## src/logic/mem_test_pkg.sv

```systemverilog
package mem_test_pkg;

   // ***********************************************
   // host register map, byte offsets
   // ***********************************************
   localparam logic [15:0] csr_dfh       = 16'h0000;
   localparam logic [15:0] csr_id_lo     = 16'h0008;
   localparam logic [15:0] csr_id_hi     = 16'h0010;
   localparam logic [15:0] csr_scratch   = 16'h0080;
   localparam logic [15:0] csr_mem_addr  = 16'h0100;
   localparam logic [15:0] csr_mem_wdata = 16'h0108;
   localparam logic [15:0] csr_ctrl      = 16'h0110;
   localparam logic [15:0] csr_status    = 16'h0118;
   localparam logic [15:0] csr_result    = 16'h0120;
   localparam logic [15:0] csr_test_len  = 16'h0128;

   // identity words the host reads back
   localparam logic [63:0] afu_dfh   = 64'h1000_0100_0000_0000;
   localparam logic [63:0] afu_id_lo = 64'h9e3b_51c0_a7d4_6f28;
   localparam logic [63:0] afu_id_hi = 64'h4c1f_82d6_3ab0_e795;

   // ctrl word layout, launch bits are one-shot, bank bit is stored
   localparam int ctrl_wr_bit    = 0;
   localparam int ctrl_rd_bit    = 1;
   localparam int ctrl_atest_bit = 2;
   localparam int ctrl_bank_bit  = 8;

   // memory side bus widths
   localparam int amm_data_w = 512;
   localparam int amm_be_w   = 64;

   typedef enum logic [1:0] {
      cmd_none      = 2'd0,
      cmd_single_wr = 2'd1,
      cmd_single_rd = 2'd2,
      cmd_addr_test = 2'd3
   } t_cmd;

   // result word, view picked by the last command issued
   typedef union packed {
      logic [63:0] rd_word;
      struct packed {
         logic [15:0] fail_count;
         logic [15:0] zero;
         logic [31:0] first_fail_addr;
      } atest;
   } t_test_result;

endpackage

```

## src/logic/mmio_csr.sv

```systemverilog
`timescale 1ns/1ps

module mmio_csr
   import mem_test_pkg::*;
(
   input  logic          Clk_400,
   input  logic          rst_n,
   // host register port
   input  logic          mmio_wr_valid,
   input  logic          mmio_rd_valid,
   input  logic [15:0]   mmio_addr,
   input  logic [63:0]   mmio_wr_data,
   output logic          mmio_rd_resp_valid,
   output logic [63:0]   mmio_rd_resp_data,
   // completion from the sequencer
   input  logic          cmd_done,
   input  t_test_result  result_word,
   input  logic          busy,
   // launch toward the sequencer
   output logic          cmd_start,
   output t_cmd          cmd_kind,
   output logic [31:0]   cmd_addr,
   output logic [63:0]   cmd_wdata,
   output logic [15:0]   cmd_len,
   output logic          mem_bank_select
);

   logic [63:0]  scratch_q;
   logic [31:0]  addr_q;
   logic [63:0]  wdata_q;
   logic [15:0]  len_q;
   t_test_result result_q;
   logic         wr_done_q;
   logic         rd_done_q;
   logic         at_done_q;
   logic         wr_ctrl;
   logic         launch_ok;
   logic         status_busy;
   t_cmd         launch_kind;
   logic [63:0]  rd_mux;

   // operands go straight from the holding registers
   assign cmd_addr  = addr_q;
   assign cmd_wdata = wdata_q;
   assign cmd_len   = len_q;

   // a launch pending in cmd_start also counts as busy
   assign status_busy = busy || cmd_start;
   assign wr_ctrl     = mmio_wr_valid && (mmio_addr == csr_ctrl);

   // one launch bit wins, write over read over test
   always_comb begin
      launch_kind = cmd_none;
      if (mmio_wr_data[ctrl_wr_bit]) begin
         launch_kind = cmd_single_wr;
      end else if (mmio_wr_data[ctrl_rd_bit]) begin
         launch_kind = cmd_single_rd;
      end else if (mmio_wr_data[ctrl_atest_bit]) begin
         launch_kind = cmd_addr_test;
      end
   end

   assign launch_ok = wr_ctrl && (launch_kind != cmd_none) && !status_busy;

   // ***********************************************
   // control state, launch and completion
   // ***********************************************
   always_ff @(posedge Clk_400) begin
      if (!rst_n) begin
         scratch_q          <= '0;
         result_q           <= '0;
         cmd_start          <= 1'b0;
         cmd_kind           <= cmd_none;
         wr_done_q          <= 1'b0;
         rd_done_q          <= 1'b0;
         at_done_q          <= 1'b0;
         mem_bank_select    <= 1'b0;
         mmio_rd_resp_valid <= 1'b0;
      end else begin
         // response strobe trails the request by one cycle
         mmio_rd_resp_valid <= mmio_rd_valid;
         cmd_start          <= launch_ok;
         if (mmio_wr_valid && (mmio_addr == csr_scratch)) begin
            scratch_q <= mmio_wr_data;
         end
         if (wr_ctrl) begin
            mem_bank_select <= mmio_wr_data[ctrl_bank_bit];
         end
         // cmd_kind still names the command that just finished
         if (cmd_done) begin
            result_q <= result_word;
            case (cmd_kind)
               cmd_single_wr: wr_done_q <= 1'b1;
               cmd_single_rd: rd_done_q <= 1'b1;
               cmd_addr_test: at_done_q <= 1'b1;
               default: ;
            endcase
         end
         // new launch clears every done flag
         if (launch_ok) begin
            cmd_kind  <= launch_kind;
            wr_done_q <= 1'b0;
            rd_done_q <= 1'b0;
            at_done_q <= 1'b0;
         end
      end
   end

   // operand registers and read data
   always_ff @(posedge Clk_400) begin
      if (mmio_wr_valid) begin
         case (mmio_addr)
            csr_mem_addr:  addr_q  <= mmio_wr_data[31:0];
            csr_mem_wdata: wdata_q <= mmio_wr_data;
            csr_test_len:  len_q   <= mmio_wr_data[15:0];
            default: ;
         endcase
      end
      mmio_rd_resp_data <= rd_mux;
   end

   // readback select, unmapped offsets give zero
   always_comb begin
      rd_mux = '0;
      case (mmio_addr)
         csr_dfh:       rd_mux = afu_dfh;
         csr_id_lo:     rd_mux = afu_id_lo;
         csr_id_hi:     rd_mux = afu_id_hi;
         csr_scratch:   rd_mux = scratch_q;
         csr_mem_addr:  rd_mux = {32'd0, addr_q};
         csr_mem_wdata: rd_mux = wdata_q;
         csr_ctrl:      rd_mux[ctrl_bank_bit] = mem_bank_select;
         csr_status:    rd_mux = {60'd0, at_done_q, rd_done_q, wr_done_q, status_busy};
         csr_result:    rd_mux = result_q;
         csr_test_len:  rd_mux = {48'd0, len_q};
         default:       rd_mux = '0;
      endcase
   end

endmodule

```

## src/logic/mem_test_fsm.sv

```systemverilog
`timescale 1ns/1ps

module mem_test_fsm
   import mem_test_pkg::*;
#(
   parameter int ADDR_W = 32
) (
   input  logic              Clk_400,
   input  logic              rst_n,
   // command from the register file
   input  logic              cmd_start,
   input  t_cmd              cmd_kind,
   input  logic [31:0]       cmd_addr,
   input  logic [63:0]       cmd_wdata,
   input  logic [15:0]       cmd_len,
   output logic              busy,
   output logic              cmd_done,
   output t_test_result      result_word,
   // request toward the bus stage
   output logic              amm_req_valid,
   output logic              amm_req_write,
   output logic [ADDR_W-1:0] amm_req_addr,
   output logic [63:0]       amm_req_wdata,
   input  logic              amm_req_ready,
   // registered read return
   input  logic              amm_rsp_valid,
   input  logic [63:0]       amm_rsp_data
);

   // state encodings
   localparam logic [2:0] st_idle     = 3'd0;
   localparam logic [2:0] st_wr_req   = 3'd1;
   localparam logic [2:0] st_wr_flush = 3'd2;
   localparam logic [2:0] st_rd_req   = 3'd3;
   localparam logic [2:0] st_rd_wait  = 3'd4;
   localparam logic [2:0] st_at_wr    = 3'd5;
   localparam logic [2:0] st_at_rd    = 3'd6;
   localparam logic [2:0] st_at_wait  = 3'd7;

   logic [2:0]        state_q;
   logic [15:0]       idx_q;
   logic [15:0]       len_q;
   logic [ADDR_W-1:0] base_addr_q;
   logic [ADDR_W-1:0] cur_addr_q;
   logic [63:0]       wdata_q;
   t_test_result      result_q;
   logic              xfer;
   logic              last;
   logic [63:0]       expect_word;

   assign busy        = (state_q != st_idle);
   assign result_word = result_q;

   // ***********************************************
   // request outputs decoded from state
   // ***********************************************
   assign amm_req_valid = (state_q == st_wr_req) || (state_q == st_rd_req) ||
                          (state_q == st_at_wr)  || (state_q == st_at_rd);
   assign amm_req_write = (state_q == st_wr_req) || (state_q == st_at_wr);
   assign amm_req_addr  = cur_addr_q;
   // test writes carry their own byte address
   assign expect_word   = 64'(cur_addr_q);
   assign amm_req_wdata = (state_q == st_at_wr) ? expect_word : wdata_q;

   assign xfer = amm_req_valid && amm_req_ready;
   assign last = (idx_q == len_q - 16'd1);

   // sequencing
   always_ff @(posedge Clk_400) begin
      if (!rst_n) begin
         state_q  <= st_idle;
         idx_q    <= '0;
         cmd_done <= 1'b0;
      end else begin
         cmd_done <= 1'b0;
         case (state_q)
            st_idle: begin
               if (cmd_start) begin
                  idx_q <= '0;
                  case (cmd_kind)
                     cmd_single_wr: state_q <= st_wr_req;
                     cmd_single_rd: state_q <= st_rd_req;
                     cmd_addr_test: begin
                        // empty range finishes at once
                        if (cmd_len == 16'd0) begin
                           cmd_done <= 1'b1;
                        end else begin
                           state_q <= st_at_wr;
                        end
                     end
                     default: ;
                  endcase
               end
            end
            st_wr_req: if (xfer) state_q <= st_wr_flush;
            // wait until the bus stage has handed the write on
            st_wr_flush: begin
               if (amm_req_ready) begin
                  state_q  <= st_idle;
                  cmd_done <= 1'b1;
               end
            end
            st_rd_req: if (xfer) state_q <= st_rd_wait;
            st_rd_wait: begin
               if (amm_rsp_valid) begin
                  state_q  <= st_idle;
                  cmd_done <= 1'b1;
               end
            end
            st_at_wr: begin
               if (xfer) begin
                  if (last) begin
                     idx_q   <= '0;
                     state_q <= st_at_rd;
                  end else begin
                     idx_q <= idx_q + 16'd1;
                  end
               end
            end
            st_at_rd: if (xfer) state_q <= st_at_wait;
            // one read in flight, next one after the compare
            st_at_wait: begin
               if (amm_rsp_valid) begin
                  if (last) begin
                     state_q  <= st_idle;
                     cmd_done <= 1'b1;
                  end else begin
                     idx_q   <= idx_q + 16'd1;
                     state_q <= st_at_rd;
                  end
               end
            end
            default: state_q <= st_idle;
         endcase
      end
   end

   // address walk and result capture
   always_ff @(posedge Clk_400) begin
      if ((state_q == st_idle) && cmd_start) begin
         base_addr_q      <= ADDR_W'(cmd_addr);
         cur_addr_q       <= ADDR_W'(cmd_addr);
         wdata_q          <= cmd_wdata;
         len_q            <= cmd_len;
         // a write reports the word it stored
         result_q.rd_word <= (cmd_kind == cmd_single_wr) ? cmd_wdata : 64'd0;
      end
      // rewind to the base once the last test write is taken
      if ((state_q == st_at_wr) && xfer) begin
         cur_addr_q <= last ? base_addr_q : cur_addr_q + ADDR_W'(8);
      end
      if ((state_q == st_rd_wait) && amm_rsp_valid) begin
         result_q.rd_word <= amm_rsp_data;
      end
      if ((state_q == st_at_wait) && amm_rsp_valid) begin
         if (amm_rsp_data != expect_word) begin
            if (result_q.atest.fail_count == 16'd0) begin
               result_q.atest.first_fail_addr <= 32'(cur_addr_q);
            end
            result_q.atest.fail_count <= result_q.atest.fail_count + 16'd1;
         end
         cur_addr_q <= cur_addr_q + ADDR_W'(8);
      end
   end

endmodule

```

## src/logic/amm_io_regs.sv

```systemverilog
`timescale 1ns/1ps

module amm_io_regs
   import mem_test_pkg::*;
#(
   parameter int ADDR_W = 32
) (
   input  logic                  Clk_400,
   input  logic                  rst_n,
   // request from the sequencer
   input  logic                  amm_req_valid,
   input  logic                  amm_req_write,
   input  logic [ADDR_W-1:0]     amm_req_addr,
   input  logic [63:0]           amm_req_wdata,
   output logic                  amm_req_ready,
   output logic                  amm_rsp_valid,
   output logic [63:0]           amm_rsp_data,
   // avalon master side
   output logic [ADDR_W-1:0]     avs_address,
   output logic                  avs_write,
   output logic                  avs_read,
   output logic [amm_data_w-1:0] avs_writedata,
   output logic [amm_be_w-1:0]   avs_byteenable,
   output logic [11:0]           avs_burstcount,
   input  logic                  avs_waitrequest,
   input  logic [amm_data_w-1:0] avs_readdata,
   input  logic                  avs_readdatavalid
);

   logic req_load;

   // slot is free when empty or the bus takes it this cycle
   assign amm_req_ready = !(avs_read || avs_write) || !avs_waitrequest;
   assign req_load      = amm_req_valid && amm_req_ready;

   // single beats on the low quadword only
   assign avs_byteenable = {{(amm_be_w-8){1'b0}}, 8'hff};
   assign avs_burstcount = 12'd1;

   always_ff @(posedge Clk_400) begin
      if (!rst_n) begin
         avs_read      <= 1'b0;
         avs_write     <= 1'b0;
         amm_rsp_valid <= 1'b0;
      end else begin
         // strobes only move when the slot turns over
         if (amm_req_ready) begin
            avs_write <= req_load && amm_req_write;
            avs_read  <= req_load && !amm_req_write;
         end
         amm_rsp_valid <= avs_readdatavalid;
      end
   end

   // command fields held while waitrequest is up
   always_ff @(posedge Clk_400) begin
      if (req_load) begin
         avs_address   <= amm_req_addr;
         avs_writedata <= {{(amm_data_w-64){1'b0}}, amm_req_wdata};
      end
      amm_rsp_data <= avs_readdata[63:0];
   end

endmodule

```

## src/logic/mem_test_afu.sv

```systemverilog
`timescale 1ns/1ps

module mem_test_afu
   import mem_test_pkg::*;
#(
   parameter int ADDR_W = 32
) (
   input  logic                  Clk_400,
   input  logic                  rst_n,
   // host register port
   input  logic                  mmio_wr_valid,
   input  logic                  mmio_rd_valid,
   input  logic [15:0]           mmio_addr,
   input  logic [63:0]           mmio_wr_data,
   output logic                  mmio_rd_resp_valid,
   output logic [63:0]           mmio_rd_resp_data,
   // avalon memory port
   output logic [ADDR_W-1:0]     avs_address,
   output logic                  avs_write,
   output logic                  avs_read,
   output logic [amm_data_w-1:0] avs_writedata,
   output logic [amm_be_w-1:0]   avs_byteenable,
   output logic [11:0]           avs_burstcount,
   input  logic                  avs_waitrequest,
   input  logic [amm_data_w-1:0] avs_readdata,
   input  logic                  avs_readdatavalid,
   output logic                  mem_bank_select
);

   // register file to sequencer
   logic              cmd_start;
   t_cmd              cmd_kind;
   logic [31:0]       cmd_addr;
   logic [63:0]       cmd_wdata;
   logic [15:0]       cmd_len;
   logic              cmd_done;
   logic              busy;
   t_test_result      result_word;
   // sequencer to bus stage
   logic              amm_req_valid;
   logic              amm_req_write;
   logic [ADDR_W-1:0] amm_req_addr;
   logic [63:0]       amm_req_wdata;
   logic              amm_req_ready;
   logic              amm_rsp_valid;
   logic [63:0]       amm_rsp_data;

   mmio_csr csr (
      .Clk_400            (Clk_400),
      .rst_n              (rst_n),
      .mmio_wr_valid      (mmio_wr_valid),
      .mmio_rd_valid      (mmio_rd_valid),
      .mmio_addr          (mmio_addr),
      .mmio_wr_data       (mmio_wr_data),
      .mmio_rd_resp_valid (mmio_rd_resp_valid),
      .mmio_rd_resp_data  (mmio_rd_resp_data),
      .cmd_done           (cmd_done),
      .result_word        (result_word),
      .busy               (busy),
      .cmd_start          (cmd_start),
      .cmd_kind           (cmd_kind),
      .cmd_addr           (cmd_addr),
      .cmd_wdata          (cmd_wdata),
      .cmd_len            (cmd_len),
      .mem_bank_select    (mem_bank_select)
   );

   mem_test_fsm #(
      .ADDR_W (ADDR_W)
   ) fsm (
      .Clk_400       (Clk_400),
      .rst_n         (rst_n),
      .cmd_start     (cmd_start),
      .cmd_kind      (cmd_kind),
      .cmd_addr      (cmd_addr),
      .cmd_wdata     (cmd_wdata),
      .cmd_len       (cmd_len),
      .busy          (busy),
      .cmd_done      (cmd_done),
      .result_word   (result_word),
      .amm_req_valid (amm_req_valid),
      .amm_req_write (amm_req_write),
      .amm_req_addr  (amm_req_addr),
      .amm_req_wdata (amm_req_wdata),
      .amm_req_ready (amm_req_ready),
      .amm_rsp_valid (amm_rsp_valid),
      .amm_rsp_data  (amm_rsp_data)
   );

   // every avalon signal passes through this stage
   amm_io_regs #(
      .ADDR_W (ADDR_W)
   ) io (
      .Clk_400           (Clk_400),
      .rst_n             (rst_n),
      .amm_req_valid     (amm_req_valid),
      .amm_req_write     (amm_req_write),
      .amm_req_addr      (amm_req_addr),
      .amm_req_wdata     (amm_req_wdata),
      .amm_req_ready     (amm_req_ready),
      .amm_rsp_valid     (amm_rsp_valid),
      .amm_rsp_data      (amm_rsp_data),
      .avs_address       (avs_address),
      .avs_write         (avs_write),
      .avs_read          (avs_read),
      .avs_writedata     (avs_writedata),
      .avs_byteenable    (avs_byteenable),
      .avs_burstcount    (avs_burstcount),
      .avs_waitrequest   (avs_waitrequest),
      .avs_readdata      (avs_readdata),
      .avs_readdatavalid (avs_readdatavalid)
   );

endmodule

```

## config.mk

```make
export PLATFORM = sky130hd
export DESIGN_NAME = mem_test_afu
export DESIGN_NICKNAME = d
export VERILOG_FILES = /design/src/logic/mem_test_pkg.sv /design/src/logic/mmio_csr.sv /design/src/logic/mem_test_fsm.sv /design/src/logic/amm_io_regs.sv /design/src/logic/mem_test_afu.sv
export SDC_FILE = /design/constraint.sdc
export NUM_CORES = 1
export LEC_CHECK = 0
export ABC_AREA = 1
export BUFFER_PORTS_ARGS = -buffer_cell sky130_fd_sc_hd__buf_2
export CORE_AREA = 8 8 498 500
export DETAILED_ROUTE_END_ITERATION = 10
export DIE_AREA = 0 0 506 508
export PLACE_DENSITY_LB_ADDON = 0.25
export SLEW_MARGIN = 20
export SYNTH_ARGS = -nofsm -noshare
export SYNTH_HDL_FRONTEND = slang
export SYNTH_HIERARCHICAL = 1
export SYNTH_SLANG_ARGS = --single-unit
```

## constraint.sdc

```tcl
create_clock -name Clk_400 -period 12.1 [get_ports Clk_400]
set_clock_uncertainty 0.1 [all_clocks]
set_input_delay 1.21 -clock Clk_400 [delete_from_list [all_inputs] [get_ports Clk_400]]
set_output_delay 1.21 -clock Clk_400 [all_outputs]
set_load 0.01 [all_outputs]
```

**Word level (Yosys, flattened, before mapping)**

Cells that the tools add are included.

- Flip-flop bits (word level): 703
- Word-level logic and storage cells: 154
- Output and inout port bits: 688

- Add/sub/neg operators: 4
- Reduce and logical (&&, ||, !) cells: 41
- Eq/ne operators: 33
- Bitwise operators: 1
- Mux-type cells: 46

Operators by type and width:

| cell | number |
|---|---|
| one-hot mux 55 bit (8 select lines) | 1 |
| two-way mux 32 bit | 8 |
| two-way mux 64 bit | 3 |
| two-way mux 16 bit | 7 |
| == test 16 x 9 -> 1 bit (second input constant) | 6 |
| != test 64 x 32 -> 1 bit | 1 |
| one-hot mux 8 bit (8 select lines) | 1 |
| logical NOT 16 bit | 3 |
| one-hot mux 16 bit (3 select lines) | 1 |
| two-way mux 3 bit | 11 |
| adder 16 x 1 -> 16 bit (second input constant) | 2 |
| adder 32 x 4 -> 32 bit (second input constant) | 1 |
| one-hot mux 3 bit (8 select lines) | 1 |
| == test 16 bit | 1 |
| == test 16 x 4 -> 1 bit (second input constant) | 1 |
| == test 16 x 5 -> 1 bit (second input constant) | 1 |
| == test 16 x 8 -> 1 bit (second input constant) | 1 |
| != test 2 x 1 -> 1 bit (second input constant) | 8 |
| subtractor 16 x 1 -> 16 bit (second input constant) | 1 |
| == test 3 bit (second input constant) | 4 |
| AND reduction 2 bit | 6 |
| logical AND 1 bit | 11 |
| AND reduction 11 bit | 1 |
| one-hot mux 3 bit (3 select lines) | 1 |
| 19 further kinds | 43 |

**Depth between registers and ports, before layout**

Gate-level depths: netlist (run 1).

- Depth in word-level cells: 8
- Gate-level depth with buffers: 19
- Mapped depth without buffers: 18

**Cells and area by module**

The synthesis (run 1) kept the hierarchy.

Modules (own cells, without submodules):

| module | cells an instance | instances | area an instance (um^2) |
|---|---|---|---|
| mem_test_fsm | 1583 | 1 | 12637.1 |
| mmio_csr | 1422 | 1 | 12097.9 |
| amm_io_regs | 703 | 1 | 8226.6 |

**Worst setup path after synthesis (run 1)**

Ideal clock, no wire load.

- Kind: input to register
- From: input port mmio_addr[1]
- To: register csr.wdata_q[0] (netlist: csr/cmd_wdata[0]) (enable)
- Data arrival time: 4.406 ns
- Cell stages on the path: 5
- Buffers on the path: 0
- Setup slack: 7.107 ns
- Cells stage by stage: nor2_2 nand3_1 nor2_2 nand2_2 nor2_1

- Cells in the longest elaborated chain, start to end: 2

RTL lines:

| element | line | RTL |
|---|---|---|
| start, declared | mem_test_afu.sv:13 | `input logic [15:0] mmio_addr,` |
| == test 16 x 9 -> 1 bit | mmio_csr.sv:112 | `case (mmio_addr)` |
| AND reduction 2 bit (no source line) | -- |  |
| end signal, assigned | mmio_csr.sv:114 | `csr_mem_wdata: wdata_q <= mmio_wr_data;` |
| end, declared | mmio_csr.sv:30 | `logic [63:0] wdata_q;` |

Every way passes these cells.
A chain may end at the register's enable or synchronous reset.

**Worst setup path in the final report (run 1)**

- From: input port mmio_addr[1]
- To: register csr.wdata_q[49] (netlist: csr/cmd_wdata[49]) (enable)

The elaborated chain is that of the path after synthesis.

==> reports/qor.csv, run 1 <==
stage,metric,value,unit
worst_hold_path,Worst Hold Depth,2,
cells_and_area,"commonest non-fill, non-tap cell in the layout",nand2_1,
grt,first-pass GRT wire length,193,mm
placed_design,RePlAce Congestion,0.838,
worst_setup_path,CP Capture Type,flip-flop,
worst_setup_path,Worst Path Buf+Inv,3,
grt,vias in the first global route,23400,
sta,part of the cycle the worst path needs,33.3,%
placed_design,pre-CTS setup slack,7.22,ns
power,Clk pwr share,46.0,%
worst_setup_path,critical-path maximum fanout,53,
drt,Avg WL per Cell,19.7,um
clocking,Sink Count,703,
sta,fmax,0.248,GHz
logic_synthesis,Syn Inst Count,3708,
clocking,clock slew at reported path FFs,0.06,ns
logic_synthesis,Avg Synthesized Cell Area,8.89,um2
power,Psw,1.42,mW
drt,"antenna viol nets, final",0,
logic_synthesis,asr flop ratio synth,0,%
worst_hold_path,Worst Hold Class,reg -> reg,
power,Sw Share,25.7,%
worst_setup_path,"Critical Path, Cell by Cell",buf_2 -> nor2_2 -> nand3_1 -> nor2_4 -> buf_4 -> nand2_2 -> nor2_4 -> buf_4,
floorplanning,I/O pin total,1286,
grt,total track usage,10.6,%
sta,unrepaired setup endpoints after global routing,false,
drt,drt pass-1 iters,6,
drt,via count,24200,
clocking,worst skew pair latency,0.71,ns
floorplanning,Die ar.,257000,um2
sta,min Tclk post-route,4.03,ns
clocking,total CTS buffers,82,
cells_and_area,P&R area growth vs syn,18.1,%
worst_hold_path,hold path startpoint,fsm/result_word[40],
floorplanning,starting density of the core,13.8,%
placed_design,Post-DP HPWL,109,mm
power,Flop pwr share,48.1,%
worst_setup_path,Critical Path RT,12.29,ns
clocking,htree depth,3,
clocking,Clock Tree Buf Depth,3,
logic_synthesis,number of enable flip-flop cells after synthesis,368,
worst_setup_path,FF-to-FF Start,fsm/state_q[1],
sta,Rel. slew slack,24.9,%
sta,Tightest Pin Transition,1.13,ns
worst_setup_path,reg2reg setup slack,8.12,ns
worst_setup_path,crit-path leading delay family,simple AND/OR/NAND/NOR gates,
logic_synthesis,Netlist cell types,49,
logic_synthesis,ys flop type,edfxtp_1,
sta,final slew viol count,0,
logic_synthesis,synth warn,6,
drt,vias per std cell,3.33,
sta,endpoints failing setup,0,
placed_design,# port buffers,313,
sta,setup TNS,0,ns
worst_hold_path,Hold Crit Endpoint,csr/result_q[40],
sta,final hold viol count,0,
worst_setup_path,Crit. path cell count,8,
sta,Setup WS post-layout,8.07,ns
power,VDD IR max,112,uV
grt,largest net degree at the start of global routing,84,
grt,initial antenna violation count,84,
clocking,Post-CTS Setup Bufs,0,
power,Power per Cell Area,142,nW/um2
cells_and_area,most frequent cells in the layout,"nand2_1 (806), conb_1 (524), nor2_1 (453)",
power,Power Internal,4.09,mW
logic_synthesis,Yosys reg bits,703,
drt,DRT iter0 DRCs,1648,
clocking,TritonCTS clock tree,yes,
drt,drt total wl,143,mm
logic_synthesis,sequential share of the synthesized area,53.9,%
worst_setup_path,"Arr. time, crit path",4.22,ns
floorplanning,Die W,506,um
power,Logic pwr share,5.9,%
floorplanning,core footprint,240000,um2
clocking,Hold Buf Count CTS,0,
worst_setup_path,"Slowest-stage cell, CP",buf_4,
grt,grt ovf,0,
worst_setup_path,r2r worst-path depth,11,
logic_synthesis,Netlist Area Pre-Place,33000,um2
floorplanning,Die Height,508,um
cells_and_area,Layout Nets,4601,
worst_setup_path,CP max stage delay,0.74,ns
worst_setup_path,FF-to-FF End,fsm/idx_q[6],
drt,post-route DRC violation count,0,
clocking,Resize count post-CTS,0,
cells_and_area,Fillers,27100,
floorplanning,num rows,180,
worst_setup_path,CP startpoint kind,primary input,
worst_setup_path,WS Path Type,in -> reg,
flow_run,MaxCap Viol Count,0,
status,status,completed,
cells_and_area,share of post-route cells with drive strength above 1,13.8,%
clocking,CTS Root Buffer Type,clkbuf_16,
power,Pleak,16.6,nW
registers in the layout, indices dropped and copies added (netlist names), 2 cells and up:
register / cells
fsm/result_word: 64
fsm/state_q: 3
fsm/amm_req_addr: 32
csr/cmd_addr: 32
io/avs_address: 32
csr/result_q: 64
csr/cmd_wdata: 64
csr/cmd_len: 16
fsm/len_q: 16
csr/mmio_rd_resp_data: 64
io/avs_writedata: 64
csr/scratch_q: 64
fsm/wdata_q: 64
io/amm_rsp_data: 64
fsm/base_addr_q: 32
fsm/idx_q: 16
csr/cmd_kind: 2
cells by family after synthesis:
family | Yosys count | synth area share (%)
simple gates | 1642 | 21.2
other cells | 2 | 0.0228
flops | 703 | 53.9
compound gates | 308 | 5.11
fa+ha+maj | 5 | 0.190
buf+inv | 982 | 17.8
xor+xnor | 66 | 1.75
worst max path at each step:
stage / startpoint / end / slack, ns
2_1_floorplan: mmio_addr[1] / csr/cmd_wdata[0] / 7.11
3_3_place_gp: mmio_addr[1] / csr/cmd_wdata[43] / 7.24
3_5_place_dp: mmio_addr[1] / csr/cmd_wdata[43] / 7.22
4_1_cts: mmio_addr[1] / csr/cmd_wdata[10] / 7.97
5_1_grt: fsm/state_q[1] / fsm/idx_q[3] / 7.82
6_report: mmio_addr[1] / csr/cmd_wdata[49] / 8.07
routing by layer:
metal | global-route usage (%) | wire length (um)
met1 | 14.7 | 67400
met2 | 16.1 | 60600
met3 | 2.23 | 10600
met4 | 3.87 | 4790
met5 | 0 | 97
power groups by stage:
stage               registers (mW)  logic, mW  clock network (mW)
floorplan                     2.66      0.362                   0
global placement              2.70      0.309                   0
detailed placement            2.70      0.314                   0
CTS                           2.65      0.317                2.65
global route                  2.66      0.363                2.73
finish                        2.65      0.325                2.54
cells in the mapped netlist, types with 2 or more instances:
master / count / area, um2
a31oi_1: 2 / 12.5
clkinv_1: 2 / 7.51
a221oi_1: 9 / 78.8
o221ai_1: 5 / 43.8
edfxtp_1: 368 / 11100
nor4_2: 2 / 25.0
a21oi_1: 101 / 505
xor2_1: 59 / 517
nand2_2: 10 / 62.6
buf_2: 49 / 245
nor2_8: 2 / 40.0
nor3_1: 24 / 120
buf_4: 531 / 3990
buf_6: 15 / 169
xnor2_1: 7 / 61.3
nor2_1: 458 / 1720
o21ai_0: 151 / 756
buf_1: 3 / 11.3
nand2_1: 808 / 3030
inv_2: 8 / 30.0
nand3_1: 210 / 1050
ha_1: 5 / 62.6
nor2_4: 7 / 78.8
nand3b_1: 6 / 45.0
clkbuf_1: 63 / 236
nand4_1: 45 / 282
inv_1: 309 / 1160
o22ai_1: 13 / 81.3
dfxtp_1: 335 / 6710
a31o_2: 2 / 17.5
nand3_4: 2 / 35.0
nand2_4: 7 / 78.8
o211ai_1: 21 / 158
nor3_2: 4 / 40.0
nand3_2: 5 / 50.1
conb_1: 2 / 7.51
a21boi_0: 2 / 15.0
nor4_1: 17 / 106
nor2_2: 29 / 181
tightest hold or removal path, delay by kind of cell, from the launching register on:
family | cells | cell delay [ns]
flip-flops | 1 | 0.32
AND/OR/NAND/NOR | 2 | 0.12
through the flow:
step	power [mW]	std cells	utilization, %	cell area, um2	hold slack, ns
6_report	5.51	7279	16.2	38900	0.342
5_1_grt	5.75	7261	16.2	38900	0.369
4_1_cts	5.61	7253	16.2	38900	0.338
3_5_place_dp	3.01	7099	15.1	36100	0.345
3_3_place_gp	3.01	7099	15.1	36100	0.346
2_1_floorplan	3.02	4230	-	34900	0.324
area by class of cell:
type / count / area (um2) / share of cell area, %
diodes: 26 / 65.1 / 0.167
repair buffers: 347 / 1820 / 4.69
multi-input cells: 2545 / 11400 / 29.2
well taps: 3185 / 3990 / 10.2
flip-flops and latches: 703 / 17800 / 45.6
clock inverters: 40 / 463 / 1.19
inverters: 319 / 1200 / 3.08
clock buffers: 114 / 2260 / 5.81
(Power assumes the default switching activity.)
==> run 2: changes to the inputs <==
ABC_AREA = 0   (was 1)
CORE_AREA = 8 8 502 504   (was 8 8 498 500)
DIE_AREA = 0 0 510 512   (was 0 0 506 508)
clock period = 3.95 ns   (was 12.1 ns; I/O delays follow)
==> reports/qor.csv, run 2 <==
stage,metric,value,unit
cells_and_area,share of post-route cells with drive strength above 1,19.7,%
clocking,worst skew pair latency,0.69,ns
clocking,total CTS buffers,79,
grt,total track usage,10.1,%
clocking,Clock Tree Buf Depth,3,
drt,"antenna viol nets, final",0,
logic_synthesis,Netlist Area Pre-Place,31500,um2
drt,via count,22400,
logic_synthesis,Synth top cells by count,"buf_4 (528), edfxtp_1 (368), dfxtp_1 (335), nand3_1 (149), a21oi_1 (125)",
floorplanning,I/O pin total,1286,
worst_setup_path,critical-path maximum fanout,11,
cells_and_area,P&R area growth vs syn,25.8,%
drt,drt pass-1 iters,6,
clocking,clock slew at reported path FFs,0.06,ns
clocking,htree depth,3,
logic_synthesis,synth top area cells,"edfxtp_1 (35%), dfxtp_1 (21%), buf_4 (13%), mux2i_1 (2.9%), nand3_1 (2.4%)",
power,Power Internal,12.4,mW
sta,final hold viol count,0,
worst_setup_path,CP startpoint kind,flip-flop,
logic_synthesis,Synth Area in Simple Gates,11.1,%
logic_synthesis,Post-Synth Adder-Cell Area,0.199,%
power,Psw,3.87,mW
sta,final slew viol count,0,
status,status,completed,
sta,part of the cycle the worst path needs,88.7,%
clocking,Post-CTS Setup Bufs,0,
placed_design,# port buffers,313,
clocking,CTS Root Buffer Type,clkbuf_16,
sta,unrepaired setup endpoints after global routing,false,
floorplanning,num rows,182,
worst_hold_path,Worst Hold Class,in -> reg,
logic_synthesis,Yosys reg bits,703,
floorplanning,Die ar.,261000,um2
sta,Fin Hold WS,0.0522,ns
drt,post-route DRC violation count,0,
logic_synthesis,asr flop ratio synth,0,%
floorplanning,Die Height,512,um
placed_design,Post-DP HPWL,101,mm
grt,first-pass GRT wire length,187,mm
power,Clk pwr share,48.8,%
logic_synthesis,number of enable flip-flop cells after synthesis,368,
worst_setup_path,"Arr. time, crit path",3.78,ns
floorplanning,Die W,510,um
grt,vias in the first global route,22100,
sta,setup TNS,0,ns
logic_synthesis,combinational family with the most area after synthesis,buffers and inverters,
logic_synthesis,Syn Inst Count,2763,
logic_synthesis,sequential share of the synthesized area,56.4,%
worst_setup_path,WS Path Type,reg -> reg,
logic_synthesis,top-area cell type share of the netlist area,35.1,%
cells_and_area,Layout Nets,3833,
clocking,Sink Count,703,
cells_and_area,"commonest non-fill, non-tap cell in the layout",conb_1,
logic_synthesis,Synth Area in Compound Gates,9.89,%
power,Pleak,14.4,nW
sta,endpoints failing setup,0,
power,Power per Cell Area,410,nW/um2
logic_synthesis,area share of xor/xnor cells in the synthesized design,2.36,%
floorplanning,starting density of the core,12.9,%
logic_synthesis,Avg Synthesized Cell Area,11.4,um2
sta,fmax,0.286,GHz
grt,grt ovf,0,
placed_design,RePlAce Congestion,0.791,
drt,drt total wl,139,mm
drt,Avg WL per Cell,21.3,um
cells_and_area,most frequent cells in the layout,"conb_1 (524), edfxtp_1 (368), dfxtp_1 (331)",
logic_synthesis,Yosys top cell by area,edfxtp_1,
sta,Tightest Pin Transition,1.09,ns
floorplanning,core footprint,244000,um2
power,VDD IR max,355,uV
placed_design,dpl cells,6239,
power,Flop pwr share,47.4,%
logic_synthesis,Netlist cell types,81,
cells_and_area,Final Instance Count excl. Fillers,6544,
logic_synthesis,ys flop type,edfxtp_1,
flow_run,MaxCap Viol Count,0,
sta,Rel. slew slack,26.4,%
drt,DRT iter0 DRCs,1835,
worst_setup_path,Critical Path RT,4.23,ns
sta,min Tclk post-route,3.50,ns
logic_synthesis,synth warn,6,
grt,largest net degree at the start of global routing,115,
drt,vias per std cell,3.42,
power,Sw Share,23.8,%
power,Logic pwr share,3.8,%
logic_synthesis,top-count cell post-synth,buf_4,
clocking,TritonCTS clock tree,yes,
logic_synthesis,mux contribution to synthesized area,5.14,%
grt,initial antenna violation count,70,
worst_setup_path,CP Capture Type,flip-flop,
run 2: changes by cell type after synthesis, moves of 37 or more:
cell and change:
and3_1 +65, clkbuf_1 +48, a221o_1 +48, a22oi_1 +68, and2_1 +37, xnor2_1 +55
mux2_2 +62, nand3_1 -61, o21ai_0 -48, inv_1 -288, nor2_1 -340, nand2_1 -698
mux2i_1 +92
run 2: path summary, 6_finish.rpt:
kind / from / end / slack (ns) / cells after the start
setup / recovery: fsm/len_q[0] / fsm/amm_req_addr[27] / 0.45 / 9
hold reg to reg: fsm/result_word[46] / csr/result_q[46] / 0.37 / 2
setup reg to reg: fsm/len_q[0] / fsm/amm_req_addr[27] / 0.45 / 9
hold / removal: avs_readdatavalid / io/amm_rsp_valid / 0.05 / 2
run 2: worst max-delay path, cell delays in order, from the launching register on:
cell and delay, ns:
edfxtp_1 0.52, nor4_2 0.45, nand3_1 0.22, mux2_2 0.27, mux2i_1 0.05, o21ai_0 0.62
and4b_1 0.37, buf_4 0.29, mux2i_1 0.22, a21oi_1 0.10
run 2: area by class of cell:
class | count | area, um2
inverter | 23 | 100
antenna | 28 | 70.1
fill | 27300 | 205000
timing repair buffer | 541 | 3800
clock inverter | 36 | 508
clock buffer | 111 | 2240
multi-input combinational | 1882 | 11100
tap | 3220 | 4030
sequential | 703 | 17800
run 2: cell families (layout without fill, tap and decap cells):
family,count (synthesis),after routing
compound gates,463,463
xor+xnor,85,85
fa+ha+maj,5,5
buf+inv,700,711
flops,703,703
mux,154,154
other cells,2,552
simple gates,651,651
run 2: power by group through the flow:
stage	logic, mW	clock network [mW]	registers (mW)
floorplan	0.674	0	7.84
global placement	0.470	0	7.87
detailed placement	0.472	0	7.87
CTS	0.597	8.21	7.71
global route	0.670	8.47	7.71
finish	0.617	7.93	7.71
run 2: layer usage:
layer | share of wire [%] | vias up | track usage, %
met5 | 0.16 | - | 0
met3 | 9.6 | 184 | 3.40
met4 | 2.5 | 36 | 2.41
met2 | 42 | 1121 | 14.5
li1 | - | 9978 | -
met1 | 46 | 11100 | 14.3
run 2: repair_timing:
| item | in CTS | in global routing |
|---|---|---|
| endpoints found under the hold margin | 245 | 0 |
| hold buffers | 130 | 0 |
| resized for setup | 0 | 0 |
| endpoints found under the setup margin | 0 | 0 |
run 2: stage by stage:
stage / cell area [um2] / total power [mW] / utilization (%) / setup WS [ns]
final: 39600 / 16.3 / 16.2 / 0.448
after global placement: 35500 / 8.34 / 14.5 / 0.486
after global routing: 39600 / 16.8 / 16.2 / 0.155
after floorplan: 33500 / 8.51 / - / 0.00198
after detailed placement: 35500 / 8.34 / 14.5 / 0.503
after CTS: 39600 / 16.5 / 16.2 / 0.458
